File: config.mk
export PLATFORM = sky130hd
export DESIGN_NAME = media_loader_top
export DESIGN_NICKNAME = d
export VERILOG_FILES = /design/src/logic/loader_pkg.sv /design/src/logic/mem_write_if.sv /design/src/logic/media_loader_top.sv /design/src/logic/wb_write_master.sv /design/src/logic/pointer_injector.sv /design/src/logic/download_tracker.sv
export SDC_FILE = /design/constraint.sdc
export NUM_CORES = 1
export LEC_CHECK = 0
export BUFFER_PORTS_ARGS = -buffer_cell sky130_fd_sc_hd__buf_2
export CORE_ASPECT_RATIO = 1.75
export CORE_MARGIN = 8
export CORE_UTILIZATION = 52
export DETAILED_ROUTE_END_ITERATION = 8
export GPL_TIMING_DRIVEN = 0
export PLACE_DENSITY = 0.76
export SLEW_MARGIN = 30
export SYNTH_ARGS = -nofsm -noshare
export SYNTH_HDL_FRONTEND = slang
export SYNTH_HIERARCHICAL = 1
export SYNTH_SLANG_ARGS = --single-unit
export TNS_END_PERCENT = 1
File: constraint.sdc
create_clock -name clk_sys -period 2.8 [get_ports clk_sys]
set_input_delay 0.28 -clock clk_sys [delete_from_list [all_inputs] [get_ports clk_sys]]
set_output_delay 0.28 -clock clk_sys [all_outputs]
set_load 0.02 [all_outputs]
File: src/logic/loader_pkg.sv
// Shared loader types and constants; memory map fixed to the 22-bit home-computer layout
package loader_pkg;

    // ========================================
    // Types
    // ========================================

    // Physical memory address
    typedef logic [21:0] mem_addr_t;
    // Address as the CPU sees it
    typedef logic [15:0] cpu_addr_t;
    typedef logic [7:0]  byte_t;
    // Byte offset within one download
    typedef logic [23:0] file_ofs_t;
    typedef logic [7:0]  dl_index_t;

    typedef enum logic [2:0] {
        INJ_IDLE,
        INJ_WRITE,
        INJ_WAIT,
        INJ_NEXT,
        INJ_RESET
    } inject_state_t;

    // ========================================
    // Download kinds
    // ========================================
    localparam dl_index_t IDX_ROM = 8'h00;
    localparam dl_index_t IDX_PRG = 8'h01;
    localparam dl_index_t IDX_CRT = 8'h41;
    localparam dl_index_t IDX_TAP = 8'h81;

    // ========================================
    // Address map
    // ========================================
    localparam mem_addr_t TAP_MEM_START   = 22'h20000;
    // No-header target, also the auto-reset trigger
    localparam cpu_addr_t CART_BASE       = 16'hA000;
    localparam cpu_addr_t ROM_BASE_KERNAL = 16'hE000;
    localparam cpu_addr_t ROM_BASE_BASIC  = 16'hC000;
    localparam cpu_addr_t ROM_BASE_CHAR   = 16'h8000;

    // Zero-page end pointers, even entries get the low byte
    localparam int PTR_COUNT = 8;
    localparam int PTR_IDX_W = $clog2(PTR_COUNT);
    localparam cpu_addr_t PTR_ADDRS [PTR_COUNT] = '{
        16'h002D, 16'h002E, 16'h002F, 16'h0030,
        16'h0031, 16'h0032, 16'h00AE, 16'h00AF
    };

endpackage
File: src/logic/mem_write_if.sv
// Single byte-write channel; source holds req, addr and data until a one-cycle ack
`timescale 1ns/1ps

interface mem_write_if;

    // Request side
    logic                  req;
    loader_pkg::mem_addr_t addr;
    loader_pkg::byte_t     data;

    // Completion pulse from the sink
    logic                  ack;

    modport source (
        output req,
        output addr,
        output data,
        input  ack
    );

    modport sink (
        input  req,
        input  addr,
        input  data,
        output ack
    );

endinterface

File: src/logic/media_loader_top.sv
// Media loader top; one clock domain, all memory writes leave through the Wishbone port
`timescale 1ns/1ps

module media_loader_top (
    input  logic                  clk_sys,
    input  logic                  reset,
    input  logic                  dl_active_i,
    input  loader_pkg::dl_index_t dl_index_i,
    input  logic                  dl_wr_i,
    input  loader_pkg::file_ofs_t dl_addr_i,
    input  loader_pkg::byte_t     dl_data_i,
    input  logic                  dl_no_header_i,
    output logic                  dl_busy_o,
    output logic                  wb_cyc_o,
    output logic                  wb_stb_o,
    output loader_pkg::mem_addr_t wb_adr_o,
    output loader_pkg::byte_t     wb_dat_o,
    input  logic                  wb_ack_i,
    output logic                  force_reset_o,
    output loader_pkg::mem_addr_t tap_end_o
);

    logic                  trk_busy, inj_busy;
    logic                  trk_wr;
    logic                  prg_done;
    logic                  hit_cart;
    loader_pkg::cpu_addr_t load_end;

    mem_write_if dl_wr_if ();
    mem_write_if inj_wr_if ();

    // No byte is taken while the pointer sequence runs
    assign trk_wr = dl_wr_i & ~inj_busy;

    download_tracker download_tracker_i (
        .clk_sys        (clk_sys),
        .reset          (reset),
        .dl_active_i    (dl_active_i),
        .dl_index_i     (dl_index_i),
        .dl_wr_i        (trk_wr),
        .dl_addr_i      (dl_addr_i),
        .dl_data_i      (dl_data_i),
        .dl_no_header_i (dl_no_header_i),
        .busy_o         (trk_busy),
        .prg_done_o     (prg_done),
        .load_end_o     (load_end),
        .hit_cart_o     (hit_cart),
        .tap_end_o      (tap_end_o),
        .wr             (dl_wr_if.source)
    );

    pointer_injector pointer_injector_i (
        .clk_sys       (clk_sys),
        .reset         (reset),
        .start_i       (prg_done),
        .load_end_i    (load_end),
        .hit_cart_i    (hit_cart),
        .busy_o        (inj_busy),
        .force_reset_o (force_reset_o),
        .wr            (inj_wr_if.source)
    );

    wb_write_master wb_write_master_i (
        .clk_sys  (clk_sys),
        .reset    (reset),
        .dl_req   (dl_wr_if.sink),
        .inj_req  (inj_wr_if.sink),
        .wb_cyc_o (wb_cyc_o),
        .wb_stb_o (wb_stb_o),
        .wb_adr_o (wb_adr_o),
        .wb_dat_o (wb_dat_o),
        .wb_ack_i (wb_ack_i)
    );

    // Stream waits on a pending data write or the pointer sequence
    assign dl_busy_o = trk_busy | inj_busy;

endmodule

File: src/logic/wb_write_master.sv
// Write-only Wishbone classic master; one cycle at a time and no timeout on a missing ack
`timescale 1ns/1ps

module wb_write_master (
    input  logic                  clk_sys,
    input  logic                  reset,
    mem_write_if.sink             dl_req,
    mem_write_if.sink             inj_req,
    output logic                  wb_cyc_o,
    output logic                  wb_stb_o,
    output loader_pkg::mem_addr_t wb_adr_o,
    output loader_pkg::byte_t     wb_dat_o,
    input  logic                  wb_ack_i
);

    logic                  cyc_q, stb_q;
    logic                  serve_inj_q;
    logic                  dl_ack_q, inj_ack_q;
    logic                  dl_pend, inj_pend;
    loader_pkg::mem_addr_t adr_q;
    loader_pkg::byte_t     dat_q;

    // A request still high in its ack cycle is already served
    assign dl_pend  = dl_req.req & ~dl_ack_q;
    assign inj_pend = inj_req.req & ~inj_ack_q;

    always_ff @(posedge clk_sys) begin
        if (reset) begin
            cyc_q       <= 1'b0;
            stb_q       <= 1'b0;
            serve_inj_q <= 1'b0;
            dl_ack_q    <= 1'b0;
            inj_ack_q   <= 1'b0;
        end else begin
            dl_ack_q  <= 1'b0;
            inj_ack_q <= 1'b0;
            if (cyc_q) begin
                if (wb_ack_i) begin
                    cyc_q     <= 1'b0;
                    stb_q     <= 1'b0;
                    inj_ack_q <= serve_inj_q;
                    dl_ack_q  <= ~serve_inj_q;
                end
            end else if (inj_pend || dl_pend) begin
                // Injector first
                cyc_q       <= 1'b1;
                stb_q       <= 1'b1;
                serve_inj_q <= inj_pend;
            end
        end
    end

    always_ff @(posedge clk_sys) begin
        if (!cyc_q) begin
            adr_q <= inj_pend ? inj_req.addr : dl_req.addr;
            dat_q <= inj_pend ? inj_req.data : dl_req.data;
        end
    end

    assign wb_cyc_o    = cyc_q;
    assign wb_stb_o    = stb_q;
    assign wb_adr_o    = adr_q;
    assign wb_dat_o    = dat_q;
    assign dl_req.ack  = dl_ack_q;
    assign inj_req.ack = inj_ack_q;

    a_stb_in_cyc: assert property (@(posedge clk_sys) disable iff (reset) wb_stb_o |-> wb_cyc_o);

endmodule

File: src/logic/pointer_injector.sv
// Runs once per start pulse; load_end_i is sampled at start and each write waits for its ack
`timescale 1ns/1ps

module pointer_injector (
    input  logic                  clk_sys,
    input  logic                  reset,
    input  logic                  start_i,
    input  loader_pkg::cpu_addr_t load_end_i,
    input  logic                  hit_cart_i,
    output logic                  busy_o,
    output logic                  force_reset_o,
    mem_write_if.source           wr
);

    loader_pkg::inject_state_t          state_q;
    logic [loader_pkg::PTR_IDX_W-1:0]   idx_q;
    logic                               req_q;
    logic                               force_q;
    loader_pkg::cpu_addr_t              end_q;
    loader_pkg::mem_addr_t              addr_q;
    loader_pkg::byte_t                  data_q;

    // ========================================
    // Sequencer
    // ========================================
    always_ff @(posedge clk_sys) begin
        if (reset) begin
            state_q <= loader_pkg::INJ_IDLE;
            idx_q   <= '0;
            req_q   <= 1'b0;
            force_q <= 1'b0;
        end else begin
            case (state_q)
                loader_pkg::INJ_IDLE: begin
                    idx_q <= '0;
                    if (start_i)
                        state_q <= loader_pkg::INJ_WRITE;
                end
                loader_pkg::INJ_WRITE: begin
                    req_q   <= 1'b1;
                    state_q <= loader_pkg::INJ_WAIT;
                end
                loader_pkg::INJ_WAIT: begin
                    if (wr.ack) begin
                        req_q   <= 1'b0;
                        state_q <= loader_pkg::INJ_NEXT;
                    end
                end
                loader_pkg::INJ_NEXT: begin
                    if (idx_q == loader_pkg::PTR_IDX_W'(loader_pkg::PTR_COUNT - 1)) begin
                        force_q <= hit_cart_i;
                        state_q <= loader_pkg::INJ_RESET;
                    end else begin
                        idx_q   <= idx_q + 1'b1;
                        state_q <= loader_pkg::INJ_WRITE;
                    end
                end
                default: begin
                    // Reset request lasts this one state
                    force_q <= 1'b0;
                    state_q <= loader_pkg::INJ_IDLE;
                end
            endcase
        end
    end

    always_ff @(posedge clk_sys) begin
        if (state_q == loader_pkg::INJ_IDLE && start_i)
            end_q <= load_end_i;
        if (state_q == loader_pkg::INJ_WRITE) begin
            addr_q <= loader_pkg::mem_addr_t'(loader_pkg::PTR_ADDRS[idx_q]);
            data_q <= idx_q[0] ? end_q[15:8] : end_q[7:0];
        end
    end

    assign busy_o        = (state_q != loader_pkg::INJ_IDLE) | start_i;
    assign force_reset_o = force_q;
    assign wr.req        = req_q;
    assign wr.addr       = addr_q;
    assign wr.data       = data_q;

    a_force_single: assert property (@(posedge clk_sys) disable iff (reset)
        force_reset_o |=> !force_reset_o);

endmodule

File: src/logic/download_tracker.sv
// Index must be stable while dl_active_i is high; offsets above $FFFF are dropped for ROM images
`timescale 1ns/1ps

module download_tracker (
    input  logic                  clk_sys,
    input  logic                  reset,
    input  logic                  dl_active_i,
    input  loader_pkg::dl_index_t dl_index_i,
    input  logic                  dl_wr_i,
    input  loader_pkg::file_ofs_t dl_addr_i,
    input  loader_pkg::byte_t     dl_data_i,
    input  logic                  dl_no_header_i,
    output logic                  busy_o,
    output logic                  prg_done_o,
    output loader_pkg::cpu_addr_t load_end_o,
    output logic                  hit_cart_o,
    output loader_pkg::mem_addr_t tap_end_o,
    mem_write_if.source           wr
);

    logic                  is_rom, is_prg, is_tap;
    logic                  prg_active, prg_active_q;
    logic                  take;
    logic                  rom_keep;
    logic                  prg_hdr;
    logic                  wr_en;
    logic                  req_q;
    loader_pkg::mem_addr_t rom_addr, tap_cur, wr_addr, addr_q, tap_addr_q;
    loader_pkg::cpu_addr_t prg_cur, prg_addr_q;
    loader_pkg::byte_t     data_q;

    // ========================================
    // Index decode
    // ========================================
    assign is_rom     = (dl_index_i == loader_pkg::IDX_ROM);
    assign is_prg     = (dl_index_i == loader_pkg::IDX_PRG) || (dl_index_i == loader_pkg::IDX_CRT);
    assign is_tap     = (dl_index_i == loader_pkg::IDX_TAP);
    assign prg_active = dl_active_i & is_prg;

    // Pending write blocks the stream
    assign busy_o = req_q;
    assign take   = dl_active_i & dl_wr_i & ~req_q;

    // ROM region map from offset bits 15:13
    always_comb begin
        rom_keep = (dl_addr_i[23:16] == 8'h00);
        rom_addr = '0;
        case (dl_addr_i[15:13])
            3'b000, 3'b001: rom_addr = {8'h00, dl_addr_i[13:0]};
            3'b010, 3'b011: rom_addr = loader_pkg::mem_addr_t'(
                loader_pkg::ROM_BASE_KERNAL | {3'b000, dl_addr_i[12:0]});
            3'b100:         rom_addr = loader_pkg::mem_addr_t'(
                loader_pkg::ROM_BASE_BASIC | {3'b000, dl_addr_i[12:0]});
            3'b101:         rom_addr = loader_pkg::mem_addr_t'(
                loader_pkg::ROM_BASE_CHAR | {4'h0, dl_addr_i[11:0]});
            default:        rom_keep = 1'b0;
        endcase
    end

    // First two bytes carry the load address unless headerless
    assign prg_hdr = ~dl_no_header_i && (dl_addr_i < loader_pkg::file_ofs_t'(2));
    assign prg_cur = (dl_no_header_i && dl_addr_i == '0) ? loader_pkg::CART_BASE : prg_addr_q;
    assign tap_cur = (dl_addr_i == '0) ? loader_pkg::TAP_MEM_START : tap_addr_q;

    always_comb begin
        wr_en   = 1'b0;
        wr_addr = rom_addr;
        if (is_rom) begin
            wr_en = rom_keep;
        end else if (is_prg) begin
            wr_en   = ~prg_hdr;
            wr_addr = loader_pkg::mem_addr_t'(prg_cur);
        end else if (is_tap) begin
            wr_en   = 1'b1;
            wr_addr = tap_cur;
        end
    end

    // ========================================
    // Address tracking and request
    // ========================================
    always_ff @(posedge clk_sys) begin
        if (reset) begin
            req_q        <= 1'b0;
            prg_active_q <= 1'b0;
            prg_done_o   <= 1'b0;
            hit_cart_o   <= 1'b0;
            prg_addr_q   <= '0;
            tap_addr_q   <= loader_pkg::TAP_MEM_START;
        end else begin
            prg_active_q <= prg_active;
            prg_done_o   <= prg_active_q & ~prg_active;
            if (prg_active & ~prg_active_q)
                hit_cart_o <= 1'b0;
            if (wr.ack)
                req_q <= 1'b0;
            if (take) begin
                if (wr_en)
                    req_q <= 1'b1;
                if (is_prg && prg_hdr) begin
                    if (dl_addr_i[0])
                        prg_addr_q[15:8] <= dl_data_i;
                    else
                        prg_addr_q[7:0] <= dl_data_i;
                end else if (is_prg) begin
                    prg_addr_q <= prg_cur + 16'd1;
                    if (prg_cur == loader_pkg::CART_BASE)
                        hit_cart_o <= 1'b1;
                end
                if (is_tap)
                    tap_addr_q <= tap_cur + 22'd1;
            end
        end
    end

    // Payload only moves when no request is outstanding
    always_ff @(posedge clk_sys) begin
        if (take && wr_en) begin
            addr_q <= wr_addr;
            data_q <= dl_data_i;
        end
    end

    assign wr.req     = req_q;
    assign wr.addr    = addr_q;
    assign wr.data    = data_q;
    assign load_end_o = prg_addr_q;
    assign tap_end_o  = tap_addr_q;

    // Channel payload must not move under a waiting request
    a_req_stable: assert property (@(posedge clk_sys) disable iff (reset)
        wr.req && !wr.ack |=> $stable(wr.addr) && $stable(wr.data));

endmodule

==> summary.txt <==
status = complete, but fails checks
failing checks = negative setup slack
Area Growth Syn to Fin = 20.3%
final wirelength = 20100 µm
Diodes inserted = 0
clock latency on the worst-skew pair = 420 ps
Synth Cell Area = 7100 µm²
PortBufs = 100
Critical Path AT = 3220 ps
Ports = 102
clk_skew = 11.3 ps
Post-synth EDFFs = 89
fraction of layout cells with a size suffix above 1 = 0.229
drt first-iter violations = 536
Die Width = 104 µm
Root Buffer = clkbuf_16
GPL Wtd Cong = 0.974
reg2reg start = pointer_injector_i/state_q[2]
Final Max Slew Viols = 0
HPWL after DPL = 15200 µm
CTS max path bufs = 2
starting density of the core = 0.530
largest net degree at the start of global routing = 33
Total Routing Usage GR = 0.226
ys async rst share = 0
Final WS setup = -79.1 ps
crit start category = flop
f_max = 347 MHz
biggest area consumer among synthesized cells = edfxtp_1
Pre-antenna DRT Iters = 5
first-pass GRT wire length = 31800 µm
sequential-to-total area share from yosys stat = 0.532
H-tree depth = 4
CTS tree = yes
Max Cap Violations = 0
GR met1 Demand/Resource = 0.227
DR vias = 6203
period utilisation layout = 1.03
worst vdd ir = 0.493 mV
Leakage = 3.24 nW
die height = 171 µm
Overflow after GRT = 0
met2 Track Usage GR = 0.420
CTS Hold Bufs = 0
worst reg2reg endpoint = download_tracker_i/load_end_o[9]
FF-to-FF path depth = 10
Netlist cell types = 64
worst-case headroom to the max-slew limit = 0.432
Clk pin slew, worst setup/hold paths = 60 ps
most numerous cell in the Yosys netlist = nand2_1
hold crit path type = primary input to flop
Reg2Reg Setup Slack = -80 ps
fin crit period = 2880 ps
Avg Synthesized Cell Area = 9.59 µm²
layout net count = 926
final setup vio count = 4
Slew @ Worst Pin = 846 ps
number of global-route vias before repair = 6190
Placeable Area = 13400 µm²
TNS Setup = -178 ps
CP Class = flop to flop
Die Footprint = 17800 µm²
main area contributors after synthesis = edfxtp_1, dfxtp_1, nand2_1
post-DR vias/cell = 5.85
RSZ-0062 raised after global routing = yes
CTS buffer count = 17
initial antenna violation count = 0
Commonest cells post-synth = nand2_1, edfxtp_1, a21oi_1
Syn Inst Count = 740
synthesized flop and latch total = 144
top-area cell type share of the netlist area = 0.377
Hold Path Origin = dl_data_i[0]
DRC errors left = 0
CP Launch Point = pointer_injector_i/state_q[2]
critical path fanouts, max = 9
Design Power = 0.00459 W
met3 Use GR = 0.0471
Req. time, crit path = 3140 ps
Cell Rows = 56
PD cells = 537 nW/µm²
clock sinks = 144
Synth Warn # = 6
final hold vios = 0
Setup crit end kind = flop
drt wl/cell = 18.9 µm
Final ANT Viol Nets = 0
Synth Flop Type = edfxtp_1
CP endpoint = download_tracker_i/load_end_o[9]
GRT busiest layer = met2
-- through the flow --
stage          hold WS, ps  cell area, µm²   util  cells  setup slack [ps]
2_1_floorplan          349            7150      -    754              33.2
3_3_place_gp           414            7870  0.588   1028              -732
3_5_place_dp           422            7880  0.589   1029              -752
4_1_cts               70.0            8490  0.635   1062             -24.2
5_1_grt               65.7            8540  0.638   1061              -165
6_report              84.2            8540  0.638   1061             -79.1
-- cell type report --
class / instances / area (µm²)
buffer: 57 / 330
clock buffer: 22 / 508
clock inverter: 10 / 70.1
fill: 1153 / 4840
inverter: 20 / 75.1
multi-input combinational: 532 / 3050
sequential: 144 / 3770
tap: 174 / 218
timing repair buffer: 102 / 515
-- power breakdown --
part	internal (W)	switching [W]	total, W
logic	0.0000649	0.0000975	0.000162
clock network	0.00130	0.000887	0.00218
registers	0.00224	0.00000138	0.00224
-- per-layer routing --
layer	routed length, µm	part of all wire	up-vias
li1	-	-	2935
met1	7160	0.36	2881
met2	10800	0.54	302
met3	1220	0.061	85
met4	958	0.048	0
met5	0	0	-
-- critical path, stage by stage, from the launching register on --
cell and delay [ps]:
dfxtp_1 310, buf_6 140, nor3_4 280, nand2b_1 120, and2b_2 250, nand3b_1 230, or3_1 370, buf_2 170
a31o_4 250, or4_1 510, a31oi_1 170
-- worst min-delay path by stage --
stage	to	slack [ps]	depth (start not counted)
after floorplan	wb_write_master_i/wb_stb_o	350	1
after global placement	pointer_injector_i/end_q[8]	410	0
after detailed placement	pointer_injector_i/end_q[4]	420	0
after CTS	download_tracker_i/wr.data[0]	70	1
after global routing	download_tracker_i/wr.data[0]	70	1
final	download_tracker_i/wr.data[0]	80	1
-- registers in the layout, summed over array words and instances (netlist names), 5 cells and up --
signal / cells
pointer_injector_i/end_q: 16
wb_write_master_i/wb_dat_o: 8
wb_write_master_i/wb_adr_o: 22
download_tracker_i/load_end_o: 16
pointer_injector_i/wr.addr: 5
download_tracker_i/wr.addr: 22
download_tracker_i/tap_end_o: 22
download_tracker_i/wr.data: 8
pointer_injector_i/wr.data: 8
-- what timing repair did --
item / in CTS / in global routing
setup endpoints to repair: 18 / 21
buffers inserted: 1 / 0
pin swaps: 1 / 1
gates resized for setup: 5 / 16
-- layout by cell type (no fill, tap or decap), types with 9 or more instances in the layout --
cell       netlist  final
nand2_1        132    130
buf_2            8    109
edfxtp_1        89     89
a21oi_1         75     75
dfxtp_1         55     55
nor2_1          42     41
nor3_1          32     31
o21ai_0         29     29
buf_4           21     23
clkbuf_1        25     22
clkbuf_16        0     20
nand3_1         20     19
inv_1           19     18
conb_1           2     16
and2_1          15     14
nand4_1         13     13
or3_1           12     12
nand2b_1        12     12
a211oi_1         9      9
mux2_2           9      9
-- cells by family (layout without fill, tap and decap cells) --
family	Yosys count	in the layout	synth area share
compound gates	163	163	0.141
xor+xnor	3	3	0.00370
fa+ha+maj	6	6	0.0106
buf+inv	78	211	0.0569
flops	144	144	0.532
mux	17	17	0.0256
other cells	2	16	0.00106
simple gates	327	327	0.229
No activity file was read; power rests on OpenSTA's default activity.
